===== src/logic/lsu_pkg.sv =====
package lsu_pkg;

  typedef logic [31:0] addr_t;
  typedef logic [31:0] word_t;
  typedef logic [3:0]  strobe_t;
  typedef logic [1:0]  size_t;

  localparam size_t SIZE_WORD = 2'b10;

  localparam int LINE_WORDS = 4;
  typedef word_t [LINE_WORDS-1:0] line_t;  // 128 bits

  // burst length codes, beats minus one
  localparam logic [3:0] BURST_LINE   = 4'd3;
  localparam logic [3:0] BURST_SINGLE = 4'd0;

  typedef enum logic [1:0] {
    OP_UNC_WRITE = 2'd0,
    OP_UNC_READ  = 2'd1,
    OP_REFILL    = 2'd2
  } op_kind_e;

  // execute stage
  typedef enum logic [2:0] {
    M_IDLE      = 3'd0,
    M_WAIT_WBUF = 3'd1,
    M_RD_ADDR   = 3'd2,
    M_RD_DATA   = 3'd3,
    M_DONE      = 3'd4
  } miss_state_e;

  // write buffer drain
  typedef enum logic [1:0] {
    W_EMPTY = 2'd0,
    W_ADDR  = 2'd1,
    W_DATA  = 2'd2
  } wbuf_state_e;

endpackage


===== src/logic/miss_op_if.sv =====
`timescale 1ns/1ns

interface miss_op_if;
  import lsu_pkg::*;

  logic     valid;
  op_kind_e kind;
  addr_t    addr;
  size_t    size;
  word_t    wdata;
  strobe_t  strobe;
  logic     rd_done;  // from execute stage
  logic     wr_done;  // from write buffer
  logic     done;     // merged at top level

  modport decode_mp (output valid, kind, addr, size, wdata, strobe, input done);
  modport exec_mp   (input valid, kind, addr, size, output rd_done);
  modport wbuf_mp   (input valid, kind, addr, size, wdata, strobe, output wr_done);
  modport result_mp (input kind, addr);

endinterface


===== src/logic/lsu_miss_unit.sv =====
`timescale 1ns/1ns

module lsu_miss_unit #(
  parameter int WBUF_DEPTH = 4
) (
  input  logic              clk,
  input  logic              rst_n,
  input  logic              req_i,
  input  lsu_pkg::op_kind_e op_i,
  input  lsu_pkg::addr_t    addr_i,
  input  lsu_pkg::size_t    size_i,
  input  lsu_pkg::word_t    wdata_i,
  input  lsu_pkg::strobe_t  strobe_i,
  output logic              ack_o,
  output lsu_pkg::word_t    rdata_o,
  output lsu_pkg::line_t    line_o,
  output logic              bus_valid_o,
  output logic              bus_write_o,
  output lsu_pkg::addr_t    bus_addr_o,
  output logic [3:0]        bus_burst_o,
  output lsu_pkg::size_t    bus_size_o,
  output lsu_pkg::word_t    bus_wdata_o,
  output lsu_pkg::strobe_t  bus_strobe_o,
  output logic              bus_wvalid_o,
  output logic              bus_wlast_o,
  input  logic              bus_ready_i,
  input  logic              bus_wready_i,
  input  logic              bus_rvalid_i,
  input  logic              bus_rlast_i,
  input  lsu_pkg::word_t    bus_rdata_i
);
  import lsu_pkg::*;

  miss_op_if op_bus ();

  logic       wbuf_busy;
  logic       wbuf_valid, wbuf_write, wbuf_wvalid;
  addr_t      wbuf_addr;
  size_t      wbuf_size;
  word_t      wbuf_wdata;
  strobe_t    wbuf_strobe;
  logic       beat;
  logic [1:0] beat_idx;

  // only one sink pulses per operation
  assign op_bus.done = op_bus.rd_done | op_bus.wr_done;

  miss_op_decode u_decode (
    .clk      (clk),
    .rst_n    (rst_n),
    .req_i    (req_i),
    .op_i     (op_i),
    .addr_i   (addr_i),
    .size_i   (size_i),
    .wdata_i  (wdata_i),
    .strobe_i (strobe_i),
    .ack_o    (ack_o),
    .op       (op_bus.decode_mp)
  );

  uncached_write_buffer #(
    .WBUF_DEPTH (WBUF_DEPTH)
  ) u_wbuf (
    .clk          (clk),
    .rst_n        (rst_n),
    .op           (op_bus.wbuf_mp),
    .wbuf_busy_o  (wbuf_busy),
    .bus_valid_o  (wbuf_valid),
    .bus_write_o  (wbuf_write),
    .bus_addr_o   (wbuf_addr),
    .bus_size_o   (wbuf_size),
    .bus_wdata_o  (wbuf_wdata),
    .bus_strobe_o (wbuf_strobe),
    .bus_wvalid_o (wbuf_wvalid),
    .bus_ready_i  (bus_ready_i),
    .bus_wready_i (bus_wready_i)
  );

  miss_bus_fsm u_exec (
    .clk           (clk),
    .rst_n         (rst_n),
    .op            (op_bus.exec_mp),
    .wbuf_busy_i   (wbuf_busy),
    .wbuf_valid_i  (wbuf_valid),
    .wbuf_write_i  (wbuf_write),
    .wbuf_addr_i   (wbuf_addr),
    .wbuf_size_i   (wbuf_size),
    .wbuf_wdata_i  (wbuf_wdata),
    .wbuf_strobe_i (wbuf_strobe),
    .wbuf_wvalid_i (wbuf_wvalid),
    .bus_valid_o   (bus_valid_o),
    .bus_write_o   (bus_write_o),
    .bus_addr_o    (bus_addr_o),
    .bus_burst_o   (bus_burst_o),
    .bus_size_o    (bus_size_o),
    .bus_wdata_o   (bus_wdata_o),
    .bus_strobe_o  (bus_strobe_o),
    .bus_wvalid_o  (bus_wvalid_o),
    .bus_wlast_o   (bus_wlast_o),
    .bus_ready_i   (bus_ready_i),
    .bus_rvalid_i  (bus_rvalid_i),
    .bus_rlast_i   (bus_rlast_i),
    .beat_o        (beat),
    .beat_idx_o    (beat_idx)
  );

  refill_result u_result (
    .clk         (clk),
    .rst_n       (rst_n),
    .op          (op_bus.result_mp),
    .beat_i      (beat),
    .beat_idx_i  (beat_idx),
    .bus_rdata_i (bus_rdata_i),
    .line_o      (line_o),
    .rdata_o     (rdata_o)
  );

endmodule


===== src/logic/miss_bus_fsm.sv =====
`timescale 1ns/1ns

module miss_bus_fsm (
  input  logic             clk,
  input  logic             rst_n,
  miss_op_if.exec_mp       op,
  input  logic             wbuf_busy_i,
  input  logic             wbuf_valid_i,
  input  logic             wbuf_write_i,
  input  lsu_pkg::addr_t   wbuf_addr_i,
  input  lsu_pkg::size_t   wbuf_size_i,
  input  lsu_pkg::word_t   wbuf_wdata_i,
  input  lsu_pkg::strobe_t wbuf_strobe_i,
  input  logic             wbuf_wvalid_i,
  output logic             bus_valid_o,
  output logic             bus_write_o,
  output lsu_pkg::addr_t   bus_addr_o,
  output logic [3:0]       bus_burst_o,
  output lsu_pkg::size_t   bus_size_o,
  output lsu_pkg::word_t   bus_wdata_o,
  output lsu_pkg::strobe_t bus_strobe_o,
  output logic             bus_wvalid_o,
  output logic             bus_wlast_o,
  input  logic             bus_ready_i,
  input  logic             bus_rvalid_i,
  input  logic             bus_rlast_i,
  output logic             beat_o,
  output logic [1:0]       beat_idx_o
);
  import lsu_pkg::*;

  miss_state_e state_q, state_d;
  logic [1:0]  beat_cnt_q;
  logic        rd_req;
  logic        last_beat;

  assign rd_req    = op.valid && (op.kind != OP_UNC_WRITE);
  assign last_beat = (state_q == M_RD_DATA) && bus_rvalid_i && bus_rlast_i;

  always_ff @(posedge clk) begin
    if (!rst_n) begin
      state_q    <= M_IDLE;
      beat_cnt_q <= '0;
    end else begin
      state_q <= state_d;
      if (state_q == M_RD_ADDR && bus_ready_i) beat_cnt_q <= '0;
      else if (state_q == M_RD_DATA && bus_rvalid_i) beat_cnt_q <= beat_cnt_q + 2'd1;
    end
  end

  always_comb begin
    state_d = state_q;
    unique case (state_q)
      M_IDLE: begin
        if (rd_req) begin
          // pending writes go first to keep program order
          state_d = wbuf_busy_i ? M_WAIT_WBUF : M_RD_ADDR;
        end
      end
      M_WAIT_WBUF: if (!wbuf_busy_i) state_d = M_RD_ADDR;
      M_RD_ADDR:   if (bus_ready_i) state_d = M_RD_DATA;
      M_RD_DATA:   if (last_beat) state_d = M_DONE;
      M_DONE:      state_d = M_IDLE;  // valid drops here
      default:     state_d = M_IDLE;
    endcase
  end

  assign op.rd_done  = last_beat;
  assign beat_o      = (state_q == M_RD_DATA) && bus_rvalid_i;
  assign beat_idx_o  = beat_cnt_q;

  // bus mux, write buffer owns the bus while busy
  always_comb begin
    if (wbuf_busy_i) begin
      bus_valid_o  = wbuf_valid_i;
      bus_write_o  = wbuf_write_i;
      bus_addr_o   = wbuf_addr_i;
      bus_burst_o  = BURST_SINGLE;
      bus_size_o   = wbuf_size_i;
      bus_wdata_o  = wbuf_wdata_i;
      bus_strobe_o = wbuf_strobe_i;
      bus_wvalid_o = wbuf_wvalid_i;
      bus_wlast_o  = wbuf_wvalid_i;
    end else begin
      bus_valid_o  = state_q == M_RD_ADDR;
      bus_write_o  = 1'b0;
      // refill burst starts at the line base
      bus_addr_o   = (op.kind == OP_REFILL) ? {op.addr[31:4], 4'b0000} : op.addr;
      bus_burst_o  = (op.kind == OP_REFILL) ? BURST_LINE : BURST_SINGLE;
      bus_size_o   = op.size;
      bus_wdata_o  = '0;
      bus_strobe_o = '0;
      bus_wvalid_o = 1'b0;
      bus_wlast_o  = 1'b0;
    end
  end

endmodule


===== src/logic/miss_op_decode.sv =====
`timescale 1ns/1ns

module miss_op_decode (
  input  logic              clk,
  input  logic              rst_n,
  input  logic              req_i,
  input  lsu_pkg::op_kind_e op_i,
  input  lsu_pkg::addr_t    addr_i,
  input  lsu_pkg::size_t    size_i,
  input  lsu_pkg::word_t    wdata_i,
  input  lsu_pkg::strobe_t  strobe_i,
  output logic              ack_o,
  miss_op_if.decode_mp      op
);
  import lsu_pkg::*;

  logic     valid_q;
  logic     ack_q;
  op_kind_e kind_q;
  addr_t    addr_q;
  size_t    size_q;
  word_t    wdata_q;
  strobe_t  strobe_q;
  logic     capture;

  // new request only once the previous handshake has closed
  assign capture = req_i && !valid_q && !ack_q;

  always_ff @(posedge clk) begin
    if (!rst_n) begin
      valid_q <= 1'b0;
      ack_q   <= 1'b0;
    end else begin
      if (capture) valid_q <= 1'b1;
      else if (op.done) valid_q <= 1'b0;

      if (op.done) ack_q <= 1'b1;
      else if (!req_i) ack_q <= 1'b0;  // four-phase return to zero
    end
  end

  always_ff @(posedge clk) begin
    if (capture) begin
      kind_q   <= op_i;
      wdata_q  <= wdata_i;
      strobe_q <= strobe_i;
      addr_q   <= addr_i;  // word offset kept for the result stage
      if (op_i == OP_REFILL) begin
        size_q <= SIZE_WORD;
      end else begin
        size_q <= size_i;
      end
    end
  end

  assign op.valid  = valid_q;
  assign op.kind   = kind_q;
  assign op.addr   = addr_q;
  assign op.size   = size_q;
  assign op.wdata  = wdata_q;
  assign op.strobe = strobe_q;
  assign ack_o     = ack_q;

endmodule


===== src/logic/refill_result.sv =====
`timescale 1ns/1ns

module refill_result (
  input  logic           clk,
  input  logic           rst_n,
  miss_op_if.result_mp   op,
  input  logic           beat_i,
  input  logic [1:0]     beat_idx_i,
  input  lsu_pkg::word_t bus_rdata_i,
  output lsu_pkg::line_t line_o,
  output lsu_pkg::word_t rdata_o
);
  import lsu_pkg::*;

  line_t      line_q;
  word_t      rdata_q;
  logic [1:0] slot;
  logic [1:0] req_word;

  assign req_word = op.addr[3:2];

  // uncached read lands on the addressed word
  assign slot = (op.kind == OP_UNC_READ) ? req_word : beat_idx_i;

  always_ff @(posedge clk) begin
    if (beat_i) line_q[slot] <= bus_rdata_i;
  end

  // requested word, caught as its beat goes by
  always_ff @(posedge clk) begin
    if (!rst_n) begin
      rdata_q <= '0;
    end else if (beat_i && slot == req_word) begin
      rdata_q <= bus_rdata_i;
    end
  end

  assign line_o  = line_q;
  assign rdata_o = rdata_q;

endmodule


===== src/logic/uncached_write_buffer.sv =====
`timescale 1ns/1ns

module uncached_write_buffer #(
  parameter int WBUF_DEPTH = 4
) (
  input  logic             clk,
  input  logic             rst_n,
  miss_op_if.wbuf_mp       op,
  output logic             wbuf_busy_o,
  output logic             bus_valid_o,
  output logic             bus_write_o,
  output lsu_pkg::addr_t   bus_addr_o,
  output lsu_pkg::size_t   bus_size_o,
  output lsu_pkg::word_t   bus_wdata_o,
  output lsu_pkg::strobe_t bus_strobe_o,
  output logic             bus_wvalid_o,
  input  logic             bus_ready_i,
  input  logic             bus_wready_i
);
  import lsu_pkg::*;

  localparam int PTR_W = $clog2(WBUF_DEPTH);

  addr_t   addr_mem   [WBUF_DEPTH];
  size_t   size_mem   [WBUF_DEPTH];
  word_t   wdata_mem  [WBUF_DEPTH];
  strobe_t strobe_mem [WBUF_DEPTH];

  logic [PTR_W:0] wr_ptr_q, rd_ptr_q;  // msb is the wrap bit
  logic [PTR_W:0] rd_ptr_nxt;
  logic           empty, full;
  logic           push, pop;
  logic           done_q;

  wbuf_state_e state_q, state_d;

  assign empty      = wr_ptr_q == rd_ptr_q;
  assign full       = (wr_ptr_q[PTR_W] != rd_ptr_q[PTR_W]) &&
                      (wr_ptr_q[PTR_W-1:0] == rd_ptr_q[PTR_W-1:0]);
  assign rd_ptr_nxt = rd_ptr_q + 1'b1;

  // done_q blocks a second push while valid is still up
  assign push = op.valid && (op.kind == OP_UNC_WRITE) && !full && !done_q;
  assign pop  = (state_q == W_DATA) && bus_wready_i;

  always_ff @(posedge clk) begin
    if (!rst_n) begin
      wr_ptr_q <= '0;
      rd_ptr_q <= '0;
      done_q   <= 1'b0;
      state_q  <= W_EMPTY;
    end else begin
      if (push) wr_ptr_q <= wr_ptr_q + 1'b1;
      if (pop) rd_ptr_q <= rd_ptr_nxt;
      done_q  <= push;
      state_q <= state_d;
    end
  end

  always_ff @(posedge clk) begin
    if (push) begin
      addr_mem[wr_ptr_q[PTR_W-1:0]]   <= op.addr;
      size_mem[wr_ptr_q[PTR_W-1:0]]   <= op.size;
      wdata_mem[wr_ptr_q[PTR_W-1:0]]  <= op.wdata;
      strobe_mem[wr_ptr_q[PTR_W-1:0]] <= op.strobe;
    end
  end

  always_comb begin
    state_d = state_q;
    unique case (state_q)
      W_EMPTY: if (!empty) state_d = W_ADDR;
      W_ADDR:  if (bus_ready_i) state_d = W_DATA;
      W_DATA: begin
        if (bus_wready_i) begin
          // straight to the next entry if one is waiting
          state_d = (rd_ptr_nxt == wr_ptr_q) ? W_EMPTY : W_ADDR;
        end
      end
      default: state_d = W_EMPTY;
    endcase
  end

  assign op.wr_done   = done_q;
  assign wbuf_busy_o  = !empty || (state_q != W_EMPTY);

  assign bus_valid_o  = state_q == W_ADDR;
  assign bus_write_o  = state_q == W_ADDR;
  assign bus_addr_o   = addr_mem[rd_ptr_q[PTR_W-1:0]];
  assign bus_size_o   = size_mem[rd_ptr_q[PTR_W-1:0]];
  assign bus_wdata_o  = wdata_mem[rd_ptr_q[PTR_W-1:0]];
  assign bus_strobe_o = strobe_mem[rd_ptr_q[PTR_W-1:0]];
  assign bus_wvalid_o = state_q == W_DATA;  // single beat, also the last

endmodule


===== config.mk =====
export PLATFORM = sky130hd
export DESIGN_NAME = lsu_miss_unit
export DESIGN_NICKNAME = d
export VERILOG_FILES = /design/src/logic/lsu_pkg.sv /design/src/logic/miss_op_if.sv /design/src/logic/lsu_miss_unit.sv /design/src/logic/miss_bus_fsm.sv /design/src/logic/miss_op_decode.sv /design/src/logic/refill_result.sv /design/src/logic/uncached_write_buffer.sv
export SDC_FILE = /design/constraint.sdc
export NUM_CORES = 1
export LEC_CHECK = 0
export ABC_CLOCK_PERIOD_IN_PS = 11650
export BUFFER_PORTS_ARGS = -buffer_cell sky130_fd_sc_hd__buf_2
export CORE_MARGIN = 2
export CORE_UTILIZATION = 50
export DETAILED_ROUTE_END_ITERATION = 6
export PLACE_DENSITY_LB_ADDON = 0.2
export SETUP_SLACK_MARGIN = 0.05
export SLEW_MARGIN = 25
export SYNTH_ARGS = -nofsm -noshare
export SYNTH_HDL_FRONTEND = slang
export SYNTH_HIERARCHICAL = 1
export SYNTH_SLANG_ARGS = --single-unit

===== constraint.sdc =====
create_clock -name clk -period 11.65 [get_ports clk]
set_clock_uncertainty 0.1 [all_clocks]
set_input_delay 0.5825 -clock clk [delete_from_list [all_inputs] [get_ports clk]]
set_output_delay 0.5825 -clock clk [all_outputs]
set_load 0.02 [all_outputs]

==> summary by stage, run 1 <==
Detailed routing
The detailed-route wire length on metal 1 is 18200 um. The final antenna-violating net count is 0. After detailed routing, the number of vias per cell comes to 5.60. The count of unresolved DRC violations after routing is 0. The total iterations of the first detailed-routing run is 5.

The post-detailed-routing wire length is 43900 um. The DRC marker count from the first detailed-route iteration is 890. The detailed router used layers up to and including met5. The routed wirelength normalized by instance count is 22.2 um. The via count is 11100. After detailed routing, the met3 layer carries 3100 um of wire.

The detailed-routed wire length on met2 is 21300 um.

Pwr
Of the total power, the share spent switching nets is 23.8%. The power density over the cells is 176 nW/um^2. In this run, the clock network consumes 38.8% of the power.

Summed over all nets, the switching power comes to 1.00 mW. Combinational logic is responsible for 10.3% of the overall power. The leakage dissipation is 8.50 nW.

The share of total power dissipated in sequential elements is 50.9%. IR analysis of the VDD net gives a maximum drop of 131 uV. The internal power is 3.21 mW.

Worst setup path
The endpoint of the most critical setup path is bus_addr_o[23]. The kind of end point of the critical path is an output port. The endpoint identified for the worst register-to-register timing path is u_wbuf/addr_mem[0][10].

The reg-to-reg critical path startpoint is u_decode/op.kind[1]. The reg2reg setup slack is 8.60 ns. Measured in cells, the most critical reg-to-reg path has a length of 4. The startpoint-to-endpoint class of the critical path is reg -> out. The maximum net fanout on the critical path is 43.

STA classifies the critical path startpoint as a flip-flop. For the worst setup path, the data required time is 10.97 ns. Data on the critical path arrives at its endpoint at 3.23 ns.

Timing
The maximum clock rate is 0.256 GHz. Measured against its own limit, the worst slew margin works out to 33.1%. The number of failing hold endpoints at the final stage came to 0.

For the pin with the worst max-slew slack, the measured transition is 1.00 ns. Of the available clock period, the critical path in the final layout requires 33.5%. Setup repair after global routing left no endpoint under its margin. The accumulated negative setup slack is 0 ns. Setup violations remaining at the end of the flow were counted as 0. The worst path needs 3.91 ns of the cycle, external delays included.

The max-slew violation total from the final report is 0.

Synthesis
The cell type with the largest total area after synthesis is sky130_fd_sc_hd__edfxtp_1. The post-synthesis cell type count is 47. After technology mapping, the gate count stands at 1055. The number of synthesized register bits is 530. After synthesis, the share of flip-flops with an asynchronous set or reset is 0%. The sequential element share of the synthesized area is 76.8%. The top-area cell type share of the netlist area is 71.8%. The area of the mapped netlist is 20100 sq um. Counting flops with a built-in enable in the synthesized netlist gives 480. Sorting the synthesized cells by area gives the leading types as sky130_fd_sc_hd__edfxtp_1 (72%), sky130_fd_sc_hd__mux4_2 (7.9%), sky130_fd_sc_hd__dfxtp_1 (5.0%). In the synthesized netlist the dominant register cell turns out to be sky130_fd_sc_hd__edfxtp_1. The most common cell in the netlist is sky130_fd_sc_hd__edfxtp_1. The Yosys step of the flow raised 6 warnings.

By count the netlist is led by sky130_fd_sc_hd__edfxtp_1 (480), sky130_fd_sc_hd__mux4_2 (70), sky130_fd_sc_hd__nand4_1 (66), sky130_fd_sc_hd__dfxtp_1 (50), sky130_fd_sc_hd__and2_1 (39). The average instance in the mapped netlist occupies 19.0 sq um.

Final layout
The number of filler instances in the final layout is 3009. The net total in the final layout is 1518. The area of all sequential standard cells is 15400 sq um. Summing all multi-input logic gate instances after layout gives 4230 sq um.

The area growth from synthesis to layout is 19.2%. Of the cells placed in the final design, the portion with a size suffix greater than 1 is 38.4%. Cells fill 60.3% of the core in the end.

Global route
The first global-routing pass estimated 65100 um of wire. The pin count of the biggest net entering global routing is 137. For this run, the total global-route usage over all layers was measured as 20.8%. The number of antenna violations at the first check in global routing came to 2.

The via count of the first global-routing pass was 11000. The total overflow left after global routing is 0.

Floorplanning
The area of the core is 39600 sq um. The die covers 41800 sq um. From left edge to right edge, the die measures 204 um. The I/O pin count is 350. The chip height is 204 um. The placement row count is 73.

Once the floorplan was initialized, standard cells occupied 50.6% of the core.

Placement
During placement, the flow inserted port buffers numbering 347. The congestion estimate from routability-driven global placement came to 0.788. Detailed placement ended at an HPWL of 26100 um.

CTS
In this run, post-CTS hold repair placed 0 buffers. The clock insertion delay at the later pin of the skew report is 0.59 ns. The clock sink count is 530.

Gates resized during post-CTS repair numbered 0. The clock tree synthesis step divided the H-tree into 2 levels. The clock tree buffer depth is 3. The clock root buffer is sky130_fd_sc_hd__clkbuf_16. The CTS tree is built. After clock tree synthesis, the clock-pin slew on the worst setup and hold paths is 0.06 ns. The count of buffers added by post-CTS timing repair for setup is 0. Clock tree synthesis inserted a total of 54 buffers.

Worst hold path
The path category of the worst min-delay check is in -> reg.

Job
The number of maximum-capacitance constraint violations is 0.

Status
The run finished with clean final reports.
[worst max-delay path, cell delays in order, from the launching register on]
cell                      delay [ns]
sky130_fd_sc_hd__dfxtp_4        0.70
sky130_fd_sc_hd__buf_4          0.81
sky130_fd_sc_hd__mux4_2         0.59
sky130_fd_sc_hd__mux2_1         0.30
sky130_fd_sc_hd__buf_2          0.16
[cells in the final DEF, fill, tap and decap left out, types with 5 or more instances in the layout]
cell | netlist | layout
sky130_fd_sc_hd__edfxtp_1 | 480 | 480
sky130_fd_sc_hd__buf_2 | 20 | 346
sky130_fd_sc_hd__mux4_2 | 70 | 70
sky130_fd_sc_hd__nand4_1 | 66 | 66
sky130_fd_sc_hd__clkbuf_16 | 0 | 55
sky130_fd_sc_hd__dfxtp_1 | 50 | 48
sky130_fd_sc_hd__and2_1 | 39 | 39
sky130_fd_sc_hd__nand3_1 | 38 | 38
sky130_fd_sc_hd__nand3b_1 | 33 | 33
sky130_fd_sc_hd__o2111ai_1 | 32 | 32
sky130_fd_sc_hd__and3_1 | 32 | 32
sky130_fd_sc_hd__mux2_2 | 27 | 27
sky130_fd_sc_hd__clkbuf_1 | 35 | 24
sky130_fd_sc_hd__buf_4 | 8 | 18
sky130_fd_sc_hd__nand2_1 | 15 | 15
sky130_fd_sc_hd__nor2_1 | 10 | 10
sky130_fd_sc_hd__clkinv_2 | 0 | 9
sky130_fd_sc_hd__o21ai_0 | 8 | 8
sky130_fd_sc_hd__inv_1 | 9 | 8
sky130_fd_sc_hd__a21oi_1 | 7 | 7
sky130_fd_sc_hd__xnor2_1 | 8 | 6
sky130_fd_sc_hd__ha_1 | 5 | 5
[power groups by stage]
stage               clock [mW]  sequential (mW)  combinational, mW
global placement             0             2.18              0.436
floorplan                    0             2.17              0.289
CTS                       1.67             2.14              0.441
global route              1.75             2.15              0.463
detailed placement           0             2.18              0.438
finish                    1.63             2.14              0.433
[flip-flops by register name, summed over array words and instances (netlist names), 2 cells and up, named ones only]
name	flops
u_wbuf/state_q	2
u_result/line_o	128
u_wbuf/wr_ptr_q	3
u_decode/op.addr	32
u_wbuf/strobe_mem	16
u_wbuf/wdata_mem	128
u_wbuf/rd_ptr_q	3
u_decode/op.kind	2
u_wbuf/size_mem	8
u_result/rdata_o	32
u_exec/beat_idx_o	2
u_decode/op.strobe	4
u_wbuf/addr_mem	128
u_decode/op.wdata	32
u_decode/op.size	2
u_exec/state_q	3
[final cells by class]
cell class | count | area share (%)
Clock buffer | 83 | 6.36
Timing Repair Buffer | 366 | 7.97
Antenna cell | 1 | 0.0105
Clock inverter | 18 | 0.607
Inverter | 9 | 0.141
Tap cell | 525 | 2.75
Multi-Input combinational cell | 441 | 17.7
Sequential cell | 530 | 64.5
[cells by family after synthesis]
kind of cell / Yosys count / share of synthesized area [%]
xor+xnor: 13 / 0.642
other cells: 1 / 0.0187
mux: 100 / 9.54
fa+ha+maj: 5 / 0.312
buf+inv: 85 / 2.35
simple gates: 259 / 7.92
flops: 530 / 76.8
compound gates: 62 / 2.44
[metrics by stage]
step	instance area [sq um]	std cells	hold WS, ns	power [mW]	worst slack, ns
after floorplan	20100	1056	0.359	2.46	7.37
after global placement	22200	1870	0.370	2.62	8.22
after detailed placement	22200	1871	0.384	2.62	8.24
after CTS	23900	1972	0.0185	4.26	7.58
after global routing	23900	1973	0.0288	4.36	7.42
final	23900	1973	0.0595	4.21	7.74
[worst min-delay path by stage]
stage	startpoint	endpoint	slack, ns	cells after the start
detailed placement	u_decode/op.wdata[3]	u_wbuf/wdata_mem[0][3]	0.38	0
global route	wdata_i[27]	u_decode/op.wdata[27]	0.03	1
finish	wdata_i[29]	u_decode/op.wdata[29]	0.06	1
CTS	wdata_i[29]	u_decode/op.wdata[29]	0.02	1
global placement	u_decode/op.wdata[17]	u_wbuf/wdata_mem[3][17]	0.37	0
floorplan	u_decode/op.strobe[0]	u_wbuf/strobe_mem[0][0]	0.36	0
[per-layer routing]
metal	track usage, %	vias to the layer above
li1	-	4969
met1	28.1	5623
met2	32.7	386
met3	5.20	73
met4	7.92	2
met5	0	-
Power figures use the tool's default switching activity.
==> run 2, diff against run 1 <==
- ABC_AREA: unset -> 1
- ABC_CLOCK_PERIOD_IN_PS: 11650 -> 4000
- clock period: 11.65 -> 4 ns (I/O delays scaled with it)
==> summary by stage, run 2 <==
Timing
The worst path in the final design needs a cycle of 3.04 ns, including I/O delays and setup. Setup violations remaining at the end of the flow were counted as 0. The remaining max-slew budget at the tightest pin is 31.1%. The max-slew violation total from the final report is 0. Derived from the worst setup path, the maximum achievable clock frequency is 0.329 GHz. The number of failing hold endpoints at the final stage is 0. Setup repair after global routing left no endpoint under its margin.

The worst path uses 75.9% of the clock period. For the pin with the worst max-slew slack, the measured transition is 1.03 ns.

Floorplanning
The full die area is 42700 sq um. In this run the vertical extent of the chip is 207 um. The placement row count is 74. The die is 207 um wide. The initial utilization of the core area, before any placement, comes to 50.5%. The area of the core is 40600 sq um. The I/O pin count is 350.

CTS
The H-tree depth is 2. The number of gates resized after CTS was 0. The later pin in the worst-skew pair is clocked with a latency of 0.59 ns. CTS saw 530 sinks. Clock tree synthesis selected as its root buffer the cell sky130_fd_sc_hd__clkbuf_16.

The CTS tree is built. Clock-pin slew was measured on the worst setup and hold paths at 0.07 ns. After clock tree synthesis, the setup repair step added 0 buffers. The clock passes through at most 3 buffers. The number of buffers added by the clock tree synthesis step is 53.

Placement
The final weighted congestion of routability-driven global placement is 0.802. The placed wire-length estimate is 27900 um. The cell area reported after detailed placement is 22600 sq um. Once placement completed, the tool counted placed cells totaling 2302.

The count of input and output buffers is 347.

Global route
The number of antenna violations at the first check in global routing is 3. The total track usage is 22.2%. The global-route congestion overflow total is 0.

The first global-routing pass estimated 71600 um of wire. The via count of the first global-routing pass is 12700. The pin count of the biggest net entering global routing is 83.

Status
The flow ran to the end, and the final reports show no timing, DRC or antenna violations.

Final layout
The area of all placed cells without fillers is 25400 sq um. The commonest non-fill, non-tap cell in the layout is sky130_fd_sc_hd__edfxtp_1. The top cell types in the final layout, fill and taps aside, are sky130_fd_sc_hd__edfxtp_1 (480), sky130_fd_sc_hd__buf_2 (347), sky130_fd_sc_hd__nand2_1 (210). Cells fill 62.6% of the core in the end.

The count of cells in the finished layout, fillers not included, comes to 2516. The number of filler instances in the final layout is 3112. The post-route netlist has 29.6% of its cells at a drive strength greater than 1.

The relative area change from synthesis to final layout is 23.8%. The net total in the final layout is 2053.

Detailed routing
The final antenna-violating net count is 0. The routed wirelength normalized by instance count is 19.2 um. In the routed layout, each cell is associated on average with a via count of 5.10. The first detailed-routing pass ran for 5 iterations. The via count is 12800. The post-detailed-routing wire length is 48300 um. The DRC marker count from the first detailed-route iteration is 802. The count of unresolved DRC violations after routing is 0.

Pwr
The leakage dissipation is 9.92 nW. For this design the ratio of total power to cell area is 543 nW/um^2. IR analysis of the VDD net gives a maximum drop of 425 uV.

Synthesis
In this run, synthesis produced a sequential element count of 530. The number of cells produced by synthesis is 1477. The synthesized design contains 480 enable-type register cells.

The sequential element share of the synthesized area is 75.1%. The synthesized design devotes to its leading area cell type 70.2% of total area. The share of synthesized flip-flops with an asynchronous set or reset is 0%. In this run the mean area of a mapped cell was 13.9 sq um. The cell type with the largest total area after synthesis is sky130_fd_sc_hd__edfxtp_1.

The mapped netlist covers 20500 sq um. The netlist uses 40 different library cells. The predominant post-synthesis flop cell is sky130_fd_sc_hd__edfxtp_1. Yosys printed 6 warnings. Among all cell types in the netlist, the one instantiated most often is sky130_fd_sc_hd__edfxtp_1.

The commonest cells after synthesis are sky130_fd_sc_hd__edfxtp_1 (480), sky130_fd_sc_hd__nand2_1 (211), sky130_fd_sc_hd__nor2_1 (176), sky130_fd_sc_hd__inv_1 (110), sky130_fd_sc_hd__o21ai_0 (84). Yosys attributes the largest share of cell area to sky130_fd_sc_hd__edfxtp_1 (70%), sky130_fd_sc_hd__dfxtp_1 (4.9%), sky130_fd_sc_hd__nand2_1 (3.9%).

Worst setup path
The startpoint type of the worst setup path is a flip-flop. The startpoint-to-endpoint class of the critical path is reg -> out. The required time of the worst setup path is 3.70 ns.

Along the worst path, the maximum fanout reaches 41. Traced cell by cell, the critical path runs through buf_4, o21ai_0, o22ai_2, nand2_1, inv_1, buf_2. The critical-path cell with the highest stage delay is sky130_fd_sc_hd__dfxtp_2.

The kind of end point of the critical path is an output port. The delay of the slowest cell on the worst path is 0.76 ns. STA puts the critical path data arrival time at 2.74 ns.

Job
Max-cap violations in this run came to 0.

Worst hold path
The path category of the worst min-delay check is in -> reg.
-- run 2: cell count changes after synthesis, sizes merged, moves of 65 or more --
cell,before,now
nor2,10,243
nand2,15,218
o21ai,9,151
inv,9,118
mux4,70,0
o22ai,0,70
nand4,66,1
-- run 2: power breakdown --
group          switching [mW]  internal [mW]  leakage [nW]  total (mW)
sequential              0.111           6.22          4.77        6.33
combinational            1.83          0.771          4.29        2.60
clock                    2.03           2.85         0.854        4.88
-- run 2: timing repair --
action,CTS,global route
hold buffers,111,0
hold endpoints to repair,245,0
setup endpoints to repair,0,0
-- run 2: final cells by class --
class / count / area, sq um / area share, %
diodes: 3 / 7.51 / 0.0295
clock buffers: 66 / 1430 / 5.61
flip-flops and latches: 530 / 15400 / 60.6
inverters: 118 / 455 / 1.79
clock inverters: 33 / 295 / 1.16
multi-input cells: 758 / 4140 / 16.3
repair buffers: 476 / 3020 / 11.9
well taps: 532 / 666 / 2.62
-- run 2: worst paths after layout --
| path | from | to | slack (ns) | cells after the start |
|---|---|---|---|---|
| min | rst_n | u_result/rdata_o[31] | 0.14 | 3 |
| max reg2reg | u_decode/op.kind[1] | u_result/line_o[24] | 1.35 | 5 |
| min reg2reg | u_result/rdata_o[20] | u_result/rdata_o[20] | 0.38 | 2 |
| max | flip-flop | bus_wdata_o[18] | 0.96 | 6 |
-- run 2: logic make-up (layout without fill, tap and decap cells) --
logic type | Yosys count | count (layout) | share of synthesized area [%]
xor+xnor | 1 | 1 | 0.0427
simple gates | 515 | 515 | 12.0
compound gates | 235 | 235 | 7.44
buf+inv | 190 | 693 | 5.12
other cells | 1 | 5 | 0.0183
fa+ha+maj | 5 | 5 | 0.305
flops | 530 | 530 | 75.1
-- run 2: routing by layer --
layer / wire (um) / global-route usage, % / up-vias
met5: 0 / 0 / -
met4: 1290 / 7.63 / 0
met3: 3750 / 6.37 / 78
met2: 23700 / 37.7 / 408
met1: 19600 / 27.4 / 6255
li1: - / - / 6088
-- run 2: metrics by stage --
stage	hold WS, ns	total power, mW	TNS, ns	worst slack (ns)
floorplan	0.199	8.11	-118.94	-0.425
global route	0.168	14.4	0	0.803
finish	0.144	13.8	0	0.963
detailed placement	0.279	8.99	0	1.34
CTS	0.118	13.9	0	0.929
global placement	0.276	8.96	0	1.43
-- run 2: worst max-delay path, delay by kind of cell, from the launching register on --
kind	cells	cell delay, ns
DFF	1	0.76
buffers and inverters	3	0.80
and+or+nand+nor	1	0.08
AOI/OAI and AO/OA	2	0.46
==> run 3, diff against run 2 <==
- ABC_CLOCK_PERIOD_IN_PS: 4000 -> 2600
- clock period: 4 -> 2.6 ns (I/O delays scaled with it)
==> summary by stage, run 3 (synthesized netlist as in run 2, its figures left out) <==
Pwr
The leakage dissipation is 10.2 nW. The proportion of total power due to net switching is 28.6%. The power share of the combinational group is 19.3%. The internal power is 15.6 mW.

The share of total power dissipated in the clock network is 36.2%. The highest ir drop seen on vdd is 812 uV. The completed layout was analyzed and its total power is 21.9 mW. Sequential cells account for 44.6% of the total power. In this run the power density over the cells is 841 nW/um^2. The net switching power is 6.25 mW.

Placement
At the end of routability-driven placement, the weighted congestion stood at 0.780. In this run the cell area measured after placement is 23000 sq um. In this run the tool buffered the top-level ports with 347 buffer cells.

The placed wire-length estimate is 29700 um.

Detailed routing
The wire length on met3 is 3160 um. The vias per cell is 5.13. In the final routed layout, each cell accounts on average for 19.1 um.

The count of unresolved DRC violations after routing is 0. The DRC marker count from the first detailed-route iteration is 943. After detailed routing, the total wire length is 48400 um. After detailed routing, the met2 layer carries 23600 um of wire. The first TritonRoute pass finished after 5 iterations. The via count is 13000. After detailed routing, no signal wire sits above met4. Once detail routing completed, the nets flagged for antenna violations numbered 0.

After detailed routing, the wire length on met1 is 20000 um.

Worst setup path
The startpoint-to-endpoint class of the critical path is reg -> out. The worst setup path is launched from a flip-flop. The critical path goes through inv_1, nand2_1, nand2_1, nor2_1, nand2_4, inv_6, buf_12, nand2_1, nand2_1, buf_2. The category of cells accounting for the largest share of critical-path delay is buffers and inverters.

The delay of the slowest cell on the worst path is 0.38 ns. Data on the critical path arrives at its endpoint at 2.27 ns. STA puts the critical path data required time at 2.37 ns. Along the worst path, the maximum fanout reaches 22.

STA classifies the critical path endpoint as an output port. Counting both buffers and inverters, the worst setup path holds a total of 4. Across all register-to-register paths, the minimum setup slack is 0.43 ns. The most repeated library cell on the critical path is sky130_fd_sc_hd__nand2_1. The critical-path cell with the highest stage delay is sky130_fd_sc_hd__dfxtp_1.

Final layout
The commonest non-fill, non-tap cell in the layout is sky130_fd_sc_hd__edfxtp_1. The number of filler instances in the final layout is 2999. The end-of-flow core utilization is 64.0%. The top cell types in the final layout, fill and taps aside, are sky130_fd_sc_hd__edfxtp_1 (480), sky130_fd_sc_hd__buf_2 (347), sky130_fd_sc_hd__nand2_1 (210).

Summing all non-filler instances in the final layout gives an area of 26000 sq um. Compared with the post-synthesis result, the final layout area differs by 26.7%. The proportion of layout cells with a drive suffix above 1 is 30.3%. The combined area of the multi-input logic cells is 4150 sq um. The net total in the final layout is 2078. The area of all sequential standard cells is 15400 sq um.

Timing
The max-slew violation total from the final report is 0. Static timing analysis puts the maximum clock frequency at 0.400 GHz. The actual slew at the worst max-slew pin is 0.613 ns. The remaining max-slew budget at the tightest pin is 59.0%. The final clock period utilization by the worst path is 96.1%. In the final timing run, aggregate negative setup slack is 0 ns. Setup repair after global routing could not meet its margin everywhere. The number of failing hold endpoints at the final stage was 0. The setup-violating endpoint count in the final report is 0. The final period demand of the worst path is 2.50 ns.

Job
Max-cap violations in this run came to 0.

Global route
The via count of the first global-routing pass was 13100. The number of antenna violations at the first check in global routing came to 1. The global-route wire length before repair is 73100 um. The pin count of the biggest net entering global routing is 79.

The total track usage is 22.5%. The total overflow left after global routing is 0.

CTS
The clock sink count is 530. The CTS tree is built. Clock-pin slew was measured on the worst setup and hold paths at 0.06 ns.

The cell sitting at the root of the clock tree is a sky130_fd_sc_hd__clkbuf_16. The H-tree depth is 2. Clock latency on the worst-skew pair, taken at its later pin, is 0.59 ns. Buffers inserted during clock tree synthesis total 54. The clock tree buffer depth is 3.

Worst hold path
The min-delay analysis places its worst path in the category in -> reg.

Floorplanning
The chip height is 207 um. 350 I/O pins were placed. The area of the core is 40600 sq um. The floorplan has 74 rows. The initial utilization of the core area, before any placement, comes to 50.5%. The full die area is 42700 sq um. The die width is 207 um.

Status
The flow ran to the end, and the final reports show no timing, DRC or antenna violations.
run 3: cell count changes in the layout (fill, tap and decap cells not counted), sizes merged, moves of 2 or more:
cell | before | now
dlygate4sd3 | 111 | 114
buf | 365 | 386
bufinv | 5 | 9
inv | 119 | 117
diode | 3 | 1
clkinv | 26 | 23
run 3: path summary, 6_finish.rpt:
check / startpoint / endpoint / depth (start not counted)
setup reg to reg: u_wbuf/rd_ptr_q[2] / u_wbuf/state_q[1] / 9
setup / recovery: u_wbuf/rd_ptr_q[2] / bus_addr_o[16] / 10
hold / removal: wdata_i[13] / u_decode/op.wdata[13] / 2
hold reg to reg: u_result/rdata_o[18] / u_result/rdata_o[18] / 2
run 3: power groups by stage:
stage | logic (mW) | registers (mW) | clock network, mW
3_5_place_dp | 4.04 | 9.94 | 0
3_3_place_gp | 3.98 | 9.93 | 0
5_1_grt | 4.56 | 9.78 | 8.36
6_report | 4.21 | 9.76 | 7.91
2_1_floorplan | 2.57 | 9.91 | 0
4_1_cts | 4.21 | 9.76 | 8.07
run 3: worst register-to-register path: cells and delay by family (launching register included):
| family | cells | cell delay [ns] |
|---|---|---|
| AOI/OAI and AO/OA | 1 | 0.15 |
| DFF | 1 | 0.34 |
| and+or+nand+nor | 5 | 0.46 |
| buffers and inverters | 3 | 1.07 |
run 3: stage by stage:
| stage | instances | hold slack [ns] | worst slack, ns |
|---|---|---|---|
| 3_3_place_gp | 2323 | 0.207 | 0.462 |
| 3_5_place_dp | 2323 | 0.208 | 0.477 |
| 2_1_floorplan | 1478 | 0.129 | -0.657 |
| 5_1_grt | 2537 | 0.137 | 0.0201 |
| 4_1_cts | 2535 | 0.115 | 0.0494 |
| 6_report | 2537 | 0.142 | 0.103 |
run 3: cell type report:
class | count | share of cell area [%]
flip-flops and latches | 530 | 59.3
multi-input cells | 758 | 16.0
repair buffers | 500 | 13.4
clock buffers | 65 | 5.44
well taps | 532 | 2.56
inverters | 118 | 1.79
clock inverters | 33 | 1.57
diodes | 1 | 0.00962
run 3: repair_timing:
| action | CTS | global route |
|---|---|---|
| gates resized for setup | 3 | 10 |
| hold buffers | 114 | 0 |
| gates cloned | 0 | 0 |
| endpoints found under the hold margin | 248 | 0 |
| setup endpoints to repair | 54 | 42 |
| setup buffers | 0 | 1 |
run 3: routing by layer:
metal | vias up | track usage (%)
met3 | 102 | 4.73
li1 | 6129 | -
met5 | - | 0
met1 | 6358 | 29.4
met4 | 0 | 9.21
met2 | 432 | 36.8
